===== src/hdl/glue_pkg.sv =====
`default_nettype none

package glue_pkg;

	// ------------------------------------------------------------------------
	// bus and bank widths
	// ------------------------------------------------------------------------
	localparam int ADDR_W    = 23;	// cpu word address A23..A1
	localparam int DATA_W    = 16;
	localparam int NUM_BANKS = 8;	// 4 chip + 3 slow + kickstart
	localparam int RTC_W     = 64;
	localparam int BANK_AW   = 18;	// words in one 512 KB bank
	localparam int NUM_CHIP  = 4;
	localparam int NUM_SLOW  = 3;

	// ------------------------------------------------------------------------
	// memory map in byte address bits
	// ------------------------------------------------------------------------
	localparam logic [2:0]  CHIP_HI     = 3'b000;	// A23..A21 for 0x000000 up to 2 MB
	localparam logic [2:0]  SLOW_HI     = 3'b110;	// A23..A21 for 0xC00000 up
	localparam logic [4:0]  KICK_HI     = 5'b11111;	// A23..A19 for 0xF80000 to 0xFFFFFF
	localparam logic [7:0]  CIA_PAGE    = 8'hBF;	// A23..A16
	localparam logic [7:0]  RTC_PAGE    = 8'hDC;	// A23..A16
	localparam logic [11:0] CUSTOM_PAGE = 12'hDFF;	// A23..A12

	// one cpu bus cycle as seen by the glue
	typedef struct packed {
		logic [ADDR_W-1:0] addr;
		logic              rd;
		logic              hwr;	// upper byte write
		logic              lwr;	// lower byte write
	} cpu_req_t;

	typedef struct packed {
		logic [1:0] chip_size;	// 0 is 512 KB up to 3 for 2 MB
		logic [1:0] slow_size;	// number of 512 KB slow blocks
	} mem_cfg_t;

	// device selects from the address decoder
	typedef struct packed {
		logic [NUM_CHIP-1:0] chip;
		logic [NUM_SLOW-1:0] slow;
		logic                kick;
		logic                cia_a;
		logic                cia_b;
		logic                custom;
		logic                rtc;
		logic                ram_wr_ok;	// low for rom
	} dev_sel_t;

	typedef struct packed {
		logic [NUM_BANKS-1:0] bank;	// one-hot
		logic [BANK_AW-1:0]   addr;
		logic                 rd;
		logic                 hwr;
		logic                 lwr;
	} ram_req_t;

	typedef enum logic {RST_HOLD, RST_RUN} rst_state_t;

endpackage

`default_nettype wire


===== src/hdl/addr_decoder.sv =====
`timescale 1ns/1ps
`default_nettype none

module addr_decoder import glue_pkg::*; (
	input  logic     clk,
	input  logic     reset,
	input  logic     sys_rst,	// from the reset sequencer
	input  cpu_req_t cpu,
	input  mem_cfg_t mem_cfg,
	output dev_sel_t sel
);

	logic [ADDR_W:0]     baddr;		// byte address, A0 always zero
	logic [NUM_CHIP-1:0] chip_hit;
	logic [NUM_SLOW-1:0] slow_hit;
	logic                kick_hit;
	logic                kick_ovl;	// chip block 0 read redirected to rom
	logic                cia_page;
	logic                ovl;		// kickstart overlay

	assign baddr = {cpu.addr, 1'b0};

	// ------------------------------------------------------------------------
	// ram regions
	// ------------------------------------------------------------------------

	// chip block k exists up to chip_size
	always_comb begin
		chip_hit = '0;
		for (int k = 0; k < NUM_CHIP; k++) begin
			chip_hit[k] = (baddr[23:21] == CHIP_HI)
				&& (baddr[20:19] == 2'(k))
				&& (k <= int'(mem_cfg.chip_size));
		end
	end

	// slow block k exists below slow_size
	always_comb begin
		slow_hit = '0;
		for (int k = 0; k < NUM_SLOW; k++) begin
			slow_hit[k] = (baddr[23:21] == SLOW_HI)
				&& (baddr[20:19] == 2'(k))
				&& (k < int'(mem_cfg.slow_size));
		end
	end

	assign kick_hit = (baddr[23:19] == KICK_HI);	// top 512K

	// boot vectors come from rom while overlay is on but writes still hit chip ram
	assign kick_ovl = ovl && cpu.rd && chip_hit[0];

	// ------------------------------------------------------------------------
	// io regions
	// ------------------------------------------------------------------------
	assign cia_page = (baddr[23:16] == CIA_PAGE);

	always_comb begin
		sel           = '0;
		sel.chip      = {chip_hit[NUM_CHIP-1:1], chip_hit[0] & ~kick_ovl};
		sel.slow      = slow_hit;
		sel.kick      = kick_hit | kick_ovl;
		sel.cia_a     = cia_page & ~baddr[12];	// odd byte cia
		sel.cia_b     = cia_page & ~baddr[13];	// even byte cia
		sel.custom    = (baddr[23:12] == CUSTOM_PAGE);
		sel.rtc       = (baddr[23:16] == RTC_PAGE);
		sel.ram_wr_ok = ~(kick_hit | kick_ovl);	// rom is read only
	end

	// ------------------------------------------------------------------------
	// overlay flag
	// ------------------------------------------------------------------------

	// the boot code clears it through the cia a port register
	always_ff @(posedge clk) begin
		if (reset || sys_rst) begin
			ovl <= 1'b1;
		end else if (sel.cia_a && (cpu.hwr || cpu.lwr)) begin
			ovl <= 1'b0;	// any write to cia a
		end
	end

endmodule

`default_nettype wire


===== src/hdl/bank_mapper.sv =====
`timescale 1ns/1ps
`default_nettype none

module bank_mapper import glue_pkg::*; (
	input  cpu_req_t cpu,
	input  dev_sel_t sel,
	output ram_req_t ram
);

	logic [NUM_BANKS-1:0] bank;
	logic                 any_bank;
	logic                 wr_en;

	// ------------------------------------------------------------------------
	// bank select
	// ------------------------------------------------------------------------

	// bit order chip 0..3 then slow 0..2 then rom on top
	assign bank = {sel.kick, sel.slow, sel.chip};

	assign any_bank = |bank;
	assign wr_en    = any_bank & sel.ram_wr_ok;	// no writes into rom

	// ------------------------------------------------------------------------
	// request to the ram controller
	// ------------------------------------------------------------------------
	always_comb begin
		ram      = '0;
		ram.bank = bank;
		ram.addr = cpu.addr[BANK_AW-1:0];	// word offset inside 512K
		ram.rd   = cpu.rd & any_bank;
		ram.hwr  = cpu.hwr & wr_en;
		ram.lwr  = cpu.lwr & wr_en;
	end

endmodule

`default_nettype wire


===== src/hdl/cpu_data_mux.sv =====
`timescale 1ns/1ps
`default_nettype none

module cpu_data_mux import glue_pkg::*; (
	input  cpu_req_t          cpu,
	input  dev_sel_t          sel,
	input  logic [DATA_W-1:0] ram_rdata,
	input  logic [7:0]        cia_a_rdata,
	input  logic [7:0]        cia_b_rdata,
	input  logic [DATA_W-1:0] custom_rdata,
	input  logic [RTC_W-1:0]  rtc,
	output logic [DATA_W-1:0] cpu_rdata
);

	logic [ADDR_W:0]   baddr;
	logic              any_bank;
	logic [3:0]        rtc_nib;
	logic [DATA_W-1:0] ram_part;
	logic [DATA_W-1:0] cia_part;
	logic [DATA_W-1:0] custom_part;
	logic [DATA_W-1:0] rtc_part;

	assign baddr    = {cpu.addr, 1'b0};
	assign any_bank = |{sel.kick, sel.slow, sel.chip};

	// one nibble per longword of the rtc space
	assign rtc_nib = rtc[{baddr[5:2], 2'b00} +: 4];

	// each source only drives while its select is up
	assign ram_part    = ram_rdata & {DATA_W{any_bank}};
	assign cia_part    = ({{(DATA_W-8){1'b0}}, cia_a_rdata} & {DATA_W{sel.cia_a}})
		| ({cia_b_rdata, {(DATA_W-8){1'b0}}} & {DATA_W{sel.cia_b}});
	assign custom_part = custom_rdata & {DATA_W{sel.custom}};
	assign rtc_part    = {{(DATA_W-4){1'b0}}, rtc_nib} & {DATA_W{sel.rtc}};

	// wired-or read bus that stays quiet outside read cycles
	assign cpu_rdata = cpu.rd ? (ram_part | cia_part | custom_part | rtc_part) : '0;

endmodule

`default_nettype wire


===== src/hdl/irq_encoder.sv =====
`timescale 1ns/1ps
`default_nettype none

module irq_encoder (
	input  logic       clk,
	input  logic       reset,
	input  logic [5:0] int_req,	// bit i is level i+1
	input  logic       freeze,	// cartridge freeze button strobe
	input  logic       nmi_ack,
	output logic [2:0] ipl_n
);

	logic       frz;		// pending level 7
	logic       frz_next;
	logic [2:0] level;

	// highest active level wins
	always_comb begin
		level = 3'd0;
		for (int i = 0; i < 6; i++) begin
			if (int_req[i]) begin
				level = 3'(i + 1);
			end
		end
	end

	// freeze strobe beats an ack in the same cycle
	assign frz_next = freeze | (frz & ~nmi_ack);

	// ------------------------------------------------------------------------
	// registered ipl lines
	// ------------------------------------------------------------------------
	always_ff @(posedge clk) begin
		if (reset) begin
			frz   <= 1'b0;
			ipl_n <= 3'b111;	// no request
		end else begin
			frz   <= frz_next;
			ipl_n <= frz_next ? 3'b000 : ~level;	// nmi
		end
	end

endmodule

`default_nettype wire


===== src/hdl/minimig_glue.sv =====
`timescale 1ns/1ps
`default_nettype none

module minimig_glue import glue_pkg::*; #(
	parameter int FRAME_COUNT = 4	// passed on to the reset sequencer
) (
	input  logic              clk,
	input  logic              reset,
	// cpu cycle and memory setup
	input  cpu_req_t          cpu,
	input  mem_cfg_t          mem_cfg,
	// read data from ram and peripherals
	input  logic [DATA_W-1:0] ram_rdata,
	input  logic [7:0]        cia_a_rdata,
	input  logic [7:0]        cia_b_rdata,
	input  logic [DATA_W-1:0] custom_rdata,
	input  logic [RTC_W-1:0]  rtc,
	// interrupt sources
	input  logic [5:0]        int_req,
	input  logic              freeze,
	input  logic              nmi_ack,
	// reset sources
	input  logic              sof,
	input  logic              mrst,
	input  logic              cpurst,
	input  logic              cpu_reset_in_n,
	output dev_sel_t          sel,
	output ram_req_t          ram,
	output logic [DATA_W-1:0] cpu_rdata,
	output logic [2:0]        ipl_n,
	output logic              cpu_reset_n,
	output logic              sys_rst_out
);

	logic sys_rst;	// sequencer hold that also rearms the overlay

	// ------------------------------------------------------------------------
	// cpu side decode and data
	// ------------------------------------------------------------------------
	addr_decoder u_addr_decoder (
		.clk     (clk),
		.reset   (reset),
		.sys_rst (sys_rst),
		.cpu     (cpu),
		.mem_cfg (mem_cfg),
		.sel     (sel)
	);

	bank_mapper u_bank_mapper (
		.cpu (cpu),
		.sel (sel),
		.ram (ram)
	);

	cpu_data_mux u_cpu_data_mux (
		.cpu          (cpu),
		.sel          (sel),
		.ram_rdata    (ram_rdata),
		.cia_a_rdata  (cia_a_rdata),
		.cia_b_rdata  (cia_b_rdata),
		.custom_rdata (custom_rdata),
		.rtc          (rtc),
		.cpu_rdata    (cpu_rdata)
	);

	// ------------------------------------------------------------------------
	// interrupts and reset
	// ------------------------------------------------------------------------
	irq_encoder u_irq_encoder (
		.clk     (clk),
		.reset   (reset),
		.int_req (int_req),
		.freeze  (freeze),
		.nmi_ack (nmi_ack),
		.ipl_n   (ipl_n)
	);

	sys_reset #(
		.FRAME_COUNT (FRAME_COUNT)
	) u_sys_reset (
		.clk            (clk),
		.reset          (reset),
		.mrst           (mrst),
		.cpurst         (cpurst),
		.sof            (sof),
		.cpu_reset_in_n (cpu_reset_in_n),
		.sys_rst        (sys_rst),
		.sys_rst_out    (sys_rst_out),
		.cpu_reset_n    (cpu_reset_n)
	);

endmodule

`default_nettype wire


===== src/hdl/sys_reset.sv =====
`timescale 1ns/1ps
`default_nettype none

module sys_reset import glue_pkg::*; #(
	parameter int FRAME_COUNT = 4	// frames held in reset
) (
	input  logic clk,
	input  logic reset,
	input  logic mrst,		// user or host reset request
	input  logic cpurst,		// cpu only reset
	input  logic sof,		// start of frame strobe
	input  logic cpu_reset_in_n,	// reset instruction from the cpu
	output logic sys_rst,
	output logic sys_rst_out,
	output logic cpu_reset_n
);

	localparam int CNT_W = $clog2(FRAME_COUNT + 1);

	rst_state_t       state;
	logic [CNT_W-1:0] cnt;		// frames still to wait
	logic             rst_sync;	// first sync stage

	// ------------------------------------------------------------------------
	// frame counted system reset
	// ------------------------------------------------------------------------
	always_ff @(posedge clk) begin
		if (reset || mrst) begin
			state <= RST_HOLD;
			cnt   <= CNT_W'(FRAME_COUNT);
		end else begin
			case (state)
				RST_HOLD: begin
					if (sof) begin
						cnt <= cnt - 1'b1;
						if (cnt <= CNT_W'(1)) begin
							state <= RST_RUN;	// last frame done
							cnt   <= '0;
						end
					end
				end
				RST_RUN: begin
					state <= RST_RUN;	// stays until reset or mrst
				end
				default: begin
					state <= RST_HOLD;
				end
			endcase
		end
	end

	assign sys_rst     = (state == RST_HOLD);
	assign sys_rst_out = sys_rst | ~cpu_reset_in_n;	// status to the host side

	// ------------------------------------------------------------------------
	// cpu reset through two flops
	// ------------------------------------------------------------------------
	always_ff @(posedge clk) begin
		if (reset) begin
			rst_sync    <= 1'b0;
			cpu_reset_n <= 1'b0;
		end else begin
			rst_sync    <= ~(cpurst | sys_rst);
			cpu_reset_n <= rst_sync;
		end
	end

endmodule

`default_nettype wire


===== config.mk =====
export PLATFORM = sky130hd
export DESIGN_NAME = minimig_glue
export DESIGN_NICKNAME = d
export VERILOG_FILES = /design/src/hdl/glue_pkg.sv /design/src/hdl/addr_decoder.sv /design/src/hdl/bank_mapper.sv /design/src/hdl/cpu_data_mux.sv /design/src/hdl/irq_encoder.sv /design/src/hdl/minimig_glue.sv /design/src/hdl/sys_reset.sv
export SDC_FILE = /design/constraint.sdc
export NUM_CORES = 1
export LEC_CHECK = 0
export ABC_AREA = 1
export BUFFER_PORTS_ARGS = -buffer_cell sky130_fd_sc_hd__buf_2
export CAP_MARGIN = 0
export CORE_ASPECT_RATIO = 1.5
export CORE_MARGIN = 5
export CORE_UTILIZATION = 37
export CTS_BUF_LIST = sky130_fd_sc_hd__clkbuf_16
export CTS_CLUSTER_DIAMETER = 120
export CTS_CLUSTER_SIZE = 10
export DETAILED_ROUTE_END_ITERATION = 6
export GPL_TIMING_DRIVEN = 0
export HOLD_SLACK_MARGIN = 0.15
export PLACE_DENSITY = 0.82
export REMOVE_ABC_BUFFERS = 1
export SETUP_SLACK_MARGIN = 0.02
export SYNTH_ARGS = -nofsm -noshare
export SYNTH_HDL_FRONTEND = slang
export SYNTH_HIERARCHICAL = 1
export SYNTH_SLANG_ARGS = --single-unit
export TNS_END_PERCENT = 1

===== constraint.sdc =====
create_clock -name clk -period 2 [get_ports clk]
set_clock_uncertainty 0.05 [all_clocks]
set_input_delay 0.2 -clock clk [delete_from_list [all_inputs] [get_ports clk]]
set_output_delay 0.2 -clock clk [all_outputs]
set_load 0.1 [all_outputs]

==> results.toml, run 1 <==
[sta]
hold_violations = 0
slew_headroom = 0.423
finalSetupViolCount = 16
min_period_ns = 2.16
post-route-period-util = 1.08
finalWorstSetupSlack_ns = -0.162
slew_viol_final = 0
clock.fmax_ghz = 0.463
tightest_slew_ns = 0.864
rsz0062_at_grt = "true"

[final_layout]
final-seq-area_sq_um = 221
fillers = 522
final_common_cell = "buf_2"
final_area_sq_um = 3590
final_layout_size_suffix_gt1_frac = 0.458
syn_to_final_growth_pct = 61.7
multiInputGateArea_sq_um = 1540
layout_common_cells = "buf_2, nand2_1, inv_1"
postLayoutCoreUtil = 0.616
finalNetCount = 764
antenna_cells = 0

[detailed_routing]
antenna_left = 0
vias = 3335
drc = 0
post_drt_wl_per_cell_um = 14.0
routed_wl_um = 9460
viasPerCell = 4.93
drt_iter0_drc = 120
dr.pass1.iters = 4

[setup_path]
r2r-start = "u_sys_reset/cnt[0]"
worstReg2RegEnd = "u_sys_reset/cnt[1]"
critPathRequiredTime_ns = 1.75
cp-end-kind = "primary output"
critPathLaunch = "u_addr_decoder/ovl"
cp-endpoint = "cpu_rdata[6]"
crit_type = "reg -> out"
crit_arrival_ns = 1.91
path_max_fanout = 5
rrSetupSlack_ns = 0.88
start_kind = "flop"
reg2reg_depth = 4

[clocking]
cts.sinks = 11
cts_tree = "done"
htreeDepth = 1
cts_buffer_depth = 2
clockRootBuffer = "clkbuf_16"
cts_buffers = 3
clk_pin_slew_ns = 0.04
clock_latency_ns = 0.24

[flow_run]
maxCapViolations = 0

[synth]
seq_area_frac_synth = 0.0992
synth_warnings = 6
synth_cells = 426
synth_area_per_cell_sq_um = 5.21
synth-seq-cells = 11
synth_cell_types = 32
syn-cell-area_sq_um = 2220

[floorplan]
die_h_um = 105
row_count = 34
die_x_um = 73.2
ios = 219
dieArea_sq_um = 7680
core-area_sq_um = 5830
start_util = 0.381

[global_routing]
grtUsageTotal = 0.232
antenna_found_initial = 0
grt_pass1_vias = 3415
grt_overflow_total = 0
grt_pass1_wl_um = 14600
grt_max_degree = 35

[pwr]
p_per_area_nw_per_um2 = 385
irDropWorstVdd_mv = 0.435
power.leakage_nw = 2.11

[placed_design]
io_buffers = 204
hpwlAfterDp_um = 7200
dpl_worst_slack_ns = -0.916
dpl-instance-area_sq_um = 3020
gp_congestion = 0.884

[hold_path]
holdCritPathClass = "in -> reg"
hp-start = "reset"

[status]
violations = "setup timing"
outcome = "complete, but fails checks"
## through the flow
stage | power, W | cells | hold WS (ns) | TNS (ns)
2_1_floorplan | 0.000590 | 383 | 0.221 | -81.62
3_3_place_gp | 0.000917 | 659 | 0.317 | -11.20
6_report | 0.00138 | 677 | 0.176 | -2.09
3_5_place_dp | 0.000927 | 659 | 0.316 | -12.53
5_1_grt | 0.00146 | 677 | 0.198 | -3.37
4_1_cts | 0.00137 | 674 | 0.173 | -1.60
## synth_stat cells
library cell,n,area share
o21bai_2,1,0.0051
a31oi_1,12,0.034
a21oi_2,6,0.024
or2_1,1,0.0028
inv_1,72,0.12
buf_4,27,0.091
buf_2,6,0.014
nand3b_1,1,0.0034
nand2_1,157,0.27
inv_4,1,0.0028
nor3_1,4,0.0090
a21oi_1,8,0.018
clkinv_2,1,0.0023
dfxtp_1,11,0.099
ha_1,2,0.011
nor3_2,1,0.0045
clkbuf_1,4,0.0068
nand3_1,52,0.12
o21ai_1,1,0.0023
a21oi_4,1,0.0073
o21ai_0,4,0.0090
a22o_1,4,0.016
nor4_2,1,0.0056
or2_2,1,0.0028
nor2_1,25,0.042
inv_2,5,0.0085
nor2_2,4,0.011
nor3_4,1,0.0073
nand2_2,1,0.0028
buf_6,6,0.030
nor3b_2,3,0.017
nand4_1,2,0.0056
## sequential cells by signal (all words and copies together) (netlist names)
signal and count:
u_sys_reset/state 1, u_sys_reset/cnt 3, u_addr_decoder/ovl 1, u_irq_encoder/ipl_n 3, u_sys_reset/rst_sync 1, u_sys_reset/cpu_reset_n 1
u_irq_encoder/frz 1
## routing by layer
layer  track usage  wire length, um  vias up
met2         0.424             4760      202
met5             0                0        -
met3        0.0624             1100       32
met1         0.233             3220     1459
li1              -                -     1642
met4         0.108              375        0
## worst min path at each step
stage	to	slack, ns	cells after the start
6_report	u_sys_reset/cpu_reset_n	0.18	2
5_1_grt	u_sys_reset/state	0.20	3
2_1_floorplan	u_sys_reset/cpu_reset_n	0.22	1
3_5_place_dp	u_sys_reset/rst_sync	0.32	2
4_1_cts	u_sys_reset/cnt[1]	0.17	4
3_3_place_gp	u_sys_reset/rst_sync	0.32	2
## power breakdown
group	switching, W	internal [W]
logic	0.000516	0.000266
registers	0.00000500	0.000230
clock network	0.000102	0.000263
## cells by family (layout without fill, tap and decap cells)
group | after synthesis | in the layout | share of synthesized area
and+or+nand+nor | 254 | 254 | 0.497
DFF | 11 | 11 | 0.0992
AOI/OAI and AO/OA | 37 | 37 | 0.115
buffers and inverters | 122 | 301 | 0.277
adders and majority gates | 2 | 2 | 0.0113
## timing repair
action,CTS,global route
setup endpoints to repair,19,21
endpoints found under the hold margin,1,0
gates cloned,1,0
pin swaps,12,8
hold buffers,1,0
gates resized for setup,74,18
buffers inserted,9,3
## critical path: stages (launching register included)
cell and delay (ns):
dfxtp_2 0.32, nand2_4 0.07, o21bai_4 0.07, nor2_1 0.12, nand2_1 0.08, nor2_2 0.16, clkinvlp_4 0.18, buf_6 0.16
buf_12 0.12, nand2_1 0.07, a31oi_2 0.09, buf_6 0.23
## layout make-up
| cell class | instances | area share |
|---|---|---|
| inverter | 79 | 0.0847 |
| multi-input combinational | 293 | 0.428 |
| clock buffer | 3 | 0.0209 |
| sequential | 11 | 0.0617 |
| clock inverter | 1 | 0.00105 |
| tap | 72 | 0.0251 |
| timing repair buffer | 218 | 0.378 |
No activity file was read; power rests on OpenSTA's default activity.
==> run 2: changes to the inputs <==
PLACE_DENSITY = 0.83   (was 0.82)
SYNTH_HIERARCHICAL = not set   (was 1)
==> results.toml, run 2 <==
[status]
outcome = "finished clean"

[global_routing]
grt_overflow_total = 0
grt_pass1_wl_um = 13400
grt-busiest-layer = "met2"
grt.met3_usage = 0.0561
grtUsageTotal = 0.216
grt_pass1_vias = 3163
grt_use_met1 = 0.221
grt_max_degree = 36
use_met2 = 0.390
antenna_found_initial = 0

[sta]
slew_headroom = 0.666
rsz0062_at_grt = "true"
post-route-period-util = 0.994
clock.fmax_ghz = 0.503
finalSetupTns_ns = 0
slew_viol_final = 0
finalWorstSetupSlack_ns = 0.0125
hold_violations = 0
tightest_slew_ns = 0.504
min_period_ns = 1.99
finalSetupViolCount = 0

[pwr]
pwr-share-seq = 0.174
power.leakage_nw = 2.30
switchingPower_w = 0.000601
irDropWorstVdd_mv = 0.508
p_per_area_nw_per_um2 = 381
p_comb_frac = 0.556
sw_frac_of_total = 0.449
clockPowerShare = 0.270
intPower_w = 0.000738

[clocking]
clockRootBuffer = "clkbuf_16"
cts_buffers = 3
cts_tree = "done"
clk_pin_slew_ns = 0.04
cts_buffer_depth = 2
cts.sinks = 11
clock_latency_ns = 0.24
htreeDepth = 1

[setup_path]
critPathRequiredTime_ns = 1.75
cp_top_family = "simple AND/OR/NAND/NOR gates"
start_kind = "flop"
cp_slowest_cell = "dfxtp_1"
path_max_fanout = 8
crit_arrival_ns = 1.74
path_buf_inv = 3
critical_path.cell_chain = "nand2_1 -> inv_2 -> nor2_4 -> nor2_4 -> nand3_4 -> nand2_1 -> inv_1 -> a21o_1 -> buf_8"
crit_type = "reg -> out"
cp-end-kind = "primary output"
slowest_delay_ns = 0.33

[synth]
yosysTopAreaCellShare = 0.297
synthTopCellsByArea = "nand2_1, inv_1, nand3_1, dfxtp_1, buf_4"
async_flop_share = 0
synth-seq-cells = 11
synth_cell_types = 28
synth_warnings = 0
ys.flop_type = "dfxtp_1"
synth.most_common_cell = "nand2_1"
syn-cell-area_sq_um = 2200
seq_area_frac_synth = 0.100
synth_cells = 449
synth_top_cell_by_area = "nand2_1"
synth_area_per_cell_sq_um = 4.90
synth_edf_count = 0
synth_common_cells = "nand2_1, inv_1, nand3_1"

[detailed_routing]
vias = 3387
post_drt_wl_per_cell_um = 13.5
drc = 0
antenna_left = 0
dr.pass1.iters = 4
drt_iter0_drc = 122
viasPerCell = 4.82
routed_wl_um = 9500

[floorplan]
ios = 219
core-area_sq_um = 5790
dieArea_sq_um = 7620
die_h_um = 104
row_count = 34
start_util = 0.380
die_x_um = 73.0

[final_layout]
top_regs = "u_irq_encoder.ipl_n x3, u_sys_reset.cnt x3"
antenna_cells = 0
final_common_cell = "buf_2"
fin_cells = 703
layout_common_cells = "buf_2, nand2_1, inv_1"
syn_to_final_growth_pct = 59.9
final_layout_size_suffix_gt1_frac = 0.398
finalNetCount = 790
postLayoutCoreUtil = 0.608

[placed_design]
io_buffers = 204
gp_congestion = 0.885
dp.cells = 685
hpwlAfterDp_um = 7110
dpl_worst_slack_ns = -0.658

[flow_run]
maxCapViolations = 0

[hold_path]
holdCritPathClass = "in -> reg"
==> run 2: cell types whose count changed after synthesis, moves of 3 or more <==
cell	delta
inv_1	+14
a31oi_1	-11
buf_6	-5
nor3b_2	-3
nor2_1	+10
nand2_1	+17
a22o_1	-4
inv_2	-4
nand3_1	+4
a21oi_1	+6
==> run 2: cell type report <==
| class | instances | area, sq um |
|---|---|---|
| flip-flops and latches | 11 | 220 |
| fillers | 556 | 2270 |
| clock buffers | 3 | 75.1 |
| clock inverters | 1 | 3.75 |
| multi-input cells | 312 | 1480 |
| repair inverters | 1 | 7.51 |
| inverters | 88 | 343 |
| well taps | 72 | 90.1 |
| repair buffers | 215 | 1290 |
==> run 2: power groups by stage <==
stage                     Clock [W]  Combinational, W  Sequential [W]
after floorplan                   0          0.000306        0.000270
after detailed placement          0          0.000673        0.000237
after global routing       0.000380          0.000803        0.000234
after CTS                  0.000368          0.000700        0.000234
final                      0.000362          0.000744        0.000233
after global placement            0          0.000665        0.000237
==> run 2: worst min-delay path, stage by stage <==
cell and delay (ns):
buf_2 0.11, nand2_1 0.05, a21oi_1 0.05
==> run 2: cells by family (layout without fill, tap and decap cells) <==
group,after synthesis,count (layout),share of synthesized area
and+or+nand+nor,282,284,0.547
buffers and inverters,128,308,0.271
AOI/OAI and AO/OA,26,26,0.0700
DFF,11,11,0.100
adders and majority gates,2,2,0.0114
==> run 2: per-layer routing <==
metal	part of all wire	vias up
li1	-	1683
met1	0.33	1478
met2	0.51	200
met3	0.11	26
met4	0.040	0
met5	0	-
==> run 2: timing repair <==
| action | CTS | global route |
|---|---|---|
| hold endpoints to repair | 2 | 0 |
| buffers inserted | 4 | 4 |
| resized for setup | 29 | 46 |
| cloned | 1 | 2 |
| endpoints found under the setup margin | 17 | 17 |
| hold buffers | 3 | 0 |
| pin swaps | 1 | 7 |
==> run 2: through the flow <==
step / power (W) / cell area [sq um] / hold WS (ns)
after floorplan: 0.000576 / 1930 / 0.221
after global placement: 0.000902 / 3040 / 0.323
after detailed placement: 0.000911 / 3040 / 0.334
after CTS: 0.00130 / 3270 / 0.164
after global routing: 0.00142 / 3520 / 0.186
final: 0.00134 / 3520 / 0.168
==> run 2: worst paths after layout <==
| check | slack [ns] | endpoint | cells past startpoint | startpoint |
|---|---|---|---|---|
| hold / removal | 0.17 | u_sys_reset.state | 3 | sof |
| hold reg to reg | 0.37 | u_sys_reset.cpu_reset_n | 2 | u_sys_reset.rst_sync |
| setup reg to reg | 0.74 | u_sys_reset.cnt[0] | 7 | u_sys_reset.cnt[1] |
| setup / recovery | 0.01 | cpu_rdata[4] | 9 | u_addr_decoder.ovl |
==> run 3: changes to the inputs <==
clock period = 2.1 ns   (was 2 ns; I/O delays follow)
==> results.toml, run 3 (synthesis results as in run 2) <==
[setup_path]
start_kind = "input pin"
crit_type = "in -> out"
cp_top_family = "simple AND/OR/NAND/NOR gates"
slowest_delay_ns = 0.30
critPathRequiredTime_ns = 1.84
cpMostUsedCell = "nand2_1"
cp_slowest_cell = "nor2_4"
path_max_fanout = 10
critical_path.cell_chain = "buf_2 -> nand2_2 -> nor2_2 -> nand4_4 -> nor2_4 -> nand2_1 -> nand2_1 -> inv_1 -> nand3_1 -> nand2_1 -> inv_1 -> buf_4"
cp-end-kind = "primary output"
crit_arrival_ns = 1.73
path_buf_inv = 4

[final_layout]
layout_common_cells = "buf_2, nand2_1, inv_1"
final_area_sq_um = 3300
top_regs = "u_irq_encoder.ipl_n x3, u_sys_reset.cnt x3"
fillers = 584
multiInputGateArea_sq_um = 1400
final_common_cell = "buf_2"
final-seq-area_sq_um = 220
syn_to_final_growth_pct = 50.2
antenna_cells = 0
final_layout_size_suffix_gt1_frac = 0.377
finalNetCount = 785

[placed_design]
hpwlAfterDp_um = 7110
io_buffers = 204
dpl-instance-area_sq_um = 3040
dpl_worst_slack_ns = -0.578
gp_congestion = 0.885

[global_routing]
grtUsageTotal = 0.215
antenna_found_initial = 0
grt_overflow_total = 0
grt_max_degree = 36
grt_pass1_wl_um = 13400
grt_pass1_vias = 3154

[floorplan]
start_util = 0.380
row_count = 34
core-area_sq_um = 5790
dieArea_sq_um = 7620
die_h_um = 104
ios = 219
die_x_um = 73.0

[sta]
post-route-period-util = 0.948
hold_violations = 0
slew_viol_final = 0
finalWorstSetupSlack_ns = 0.110
rsz0062_at_grt = "true"
clock.fmax_ghz = 0.503
finalSetupViolCount = 0
tightest_slew_ns = 0.507
min_period_ns = 1.99
slew_headroom = 0.664

[clocking]
htreeDepth = 1
cts_tree = "done"
cts_buffer_depth = 2
clk_pin_slew_ns = 0.04
cts.sinks = 11
cts_buffers = 3
clockRootBuffer = "clkbuf_16"
clock_latency_ns = 0.24

[pwr]
clockPowerShare = 0.276
p_per_area_nw_per_um2 = 376
pwr-share-seq = 0.179
intPower_w = 0.000687
power.leakage_nw = 2.24
irDropWorstVdd_mv = 0.481
switchingPower_w = 0.000555
sw_frac_of_total = 0.447
p_comb_frac = 0.545

[detailed_routing]
drt_iter0_drc = 135
antenna_left = 0
dr.pass1.iters = 4
routed_wl_um = 8750
post_drt_wl_per_cell_um = 12.5
drc = 0
viasPerCell = 4.74
vias = 3307

[flow_run]
maxCapViolations = 0

[status]
outcome = "finished clean"

[hold_path]
holdCritPathClass = "in -> reg"
## run 3: repair_timing
action                                 in CTS  in global routing
setup endpoints to repair                  17                 17
resized for setup                          23                  9
pin swaps                                   0                  1
cloned                                      1                  0
endpoints found under the hold margin       2                  0
hold buffers                                2                  0
buffers inserted                            4                  2
## run 3: through the flow
step,utilization,total power (W),setup TNS [ns],hold WS (ns),instances
final,0.571,0.00124,0,0.178,698
after detailed placement,0.526,0.000867,-2.65,0.344,685
after floorplan,-,0.000549,-56.96,0.231,409
after global routing,0.571,0.00132,-0.0241,0.196,698
after CTS,0.560,0.00124,0,0.174,696
after global placement,0.526,0.000859,-2.55,0.333,685
## run 3: path summary, 6_finish.rpt
check                                     startpoint                      end  slack [ns]  cells after the start
worst max register to register    u_sys_reset.cnt[1]       u_sys_reset.cnt[0]        0.84                      7
worst min register to register  u_sys_reset.rst_sync  u_sys_reset.cpu_reset_n        0.36                      2
worst max-delay path                         cpu[21]             cpu_rdata[0]        0.11                     12
worst min-delay path                             sof        u_sys_reset.state        0.18                      3
## run 3: layout make-up
class,instances,area share
Multi-Input combinational cell,310,0.424
Clock inverter,1,0.00114
Timing Repair Buffer,212,0.353
Inverter,88,0.103
Clock buffer,3,0.0227
Sequential cell,11,0.0666
Tap cell,72,0.0273
Timing Repair inverter,1,0.00227
## run 3: power by group through the flow
stage / combinational, W / clock (W) / sequential, W
2_1_floorplan: 0.000291 / 0 / 0.000258
3_3_place_gp: 0.000634 / 0 / 0.000226
3_5_place_dp: 0.000641 / 0 / 0.000226
4_1_cts: 0.000664 / 0.000350 / 0.000222
5_1_grt: 0.000733 / 0.000361 / 0.000223
6_report: 0.000677 / 0.000343 / 0.000222
## run 3: per-layer routing
layer	global-route usage	vias up	wire length (um)
li1	-	1670	-
met1	0.219	1413	3040
met2	0.388	201	4380
met3	0.0561	23	1070
met4	0.109	0	264
met5	0	-	0
## run 3: worst min-delay path, stage by stage
cell and delay (ns):
buf_2 0.11, nand2_1 0.05, a21oi_1 0.05
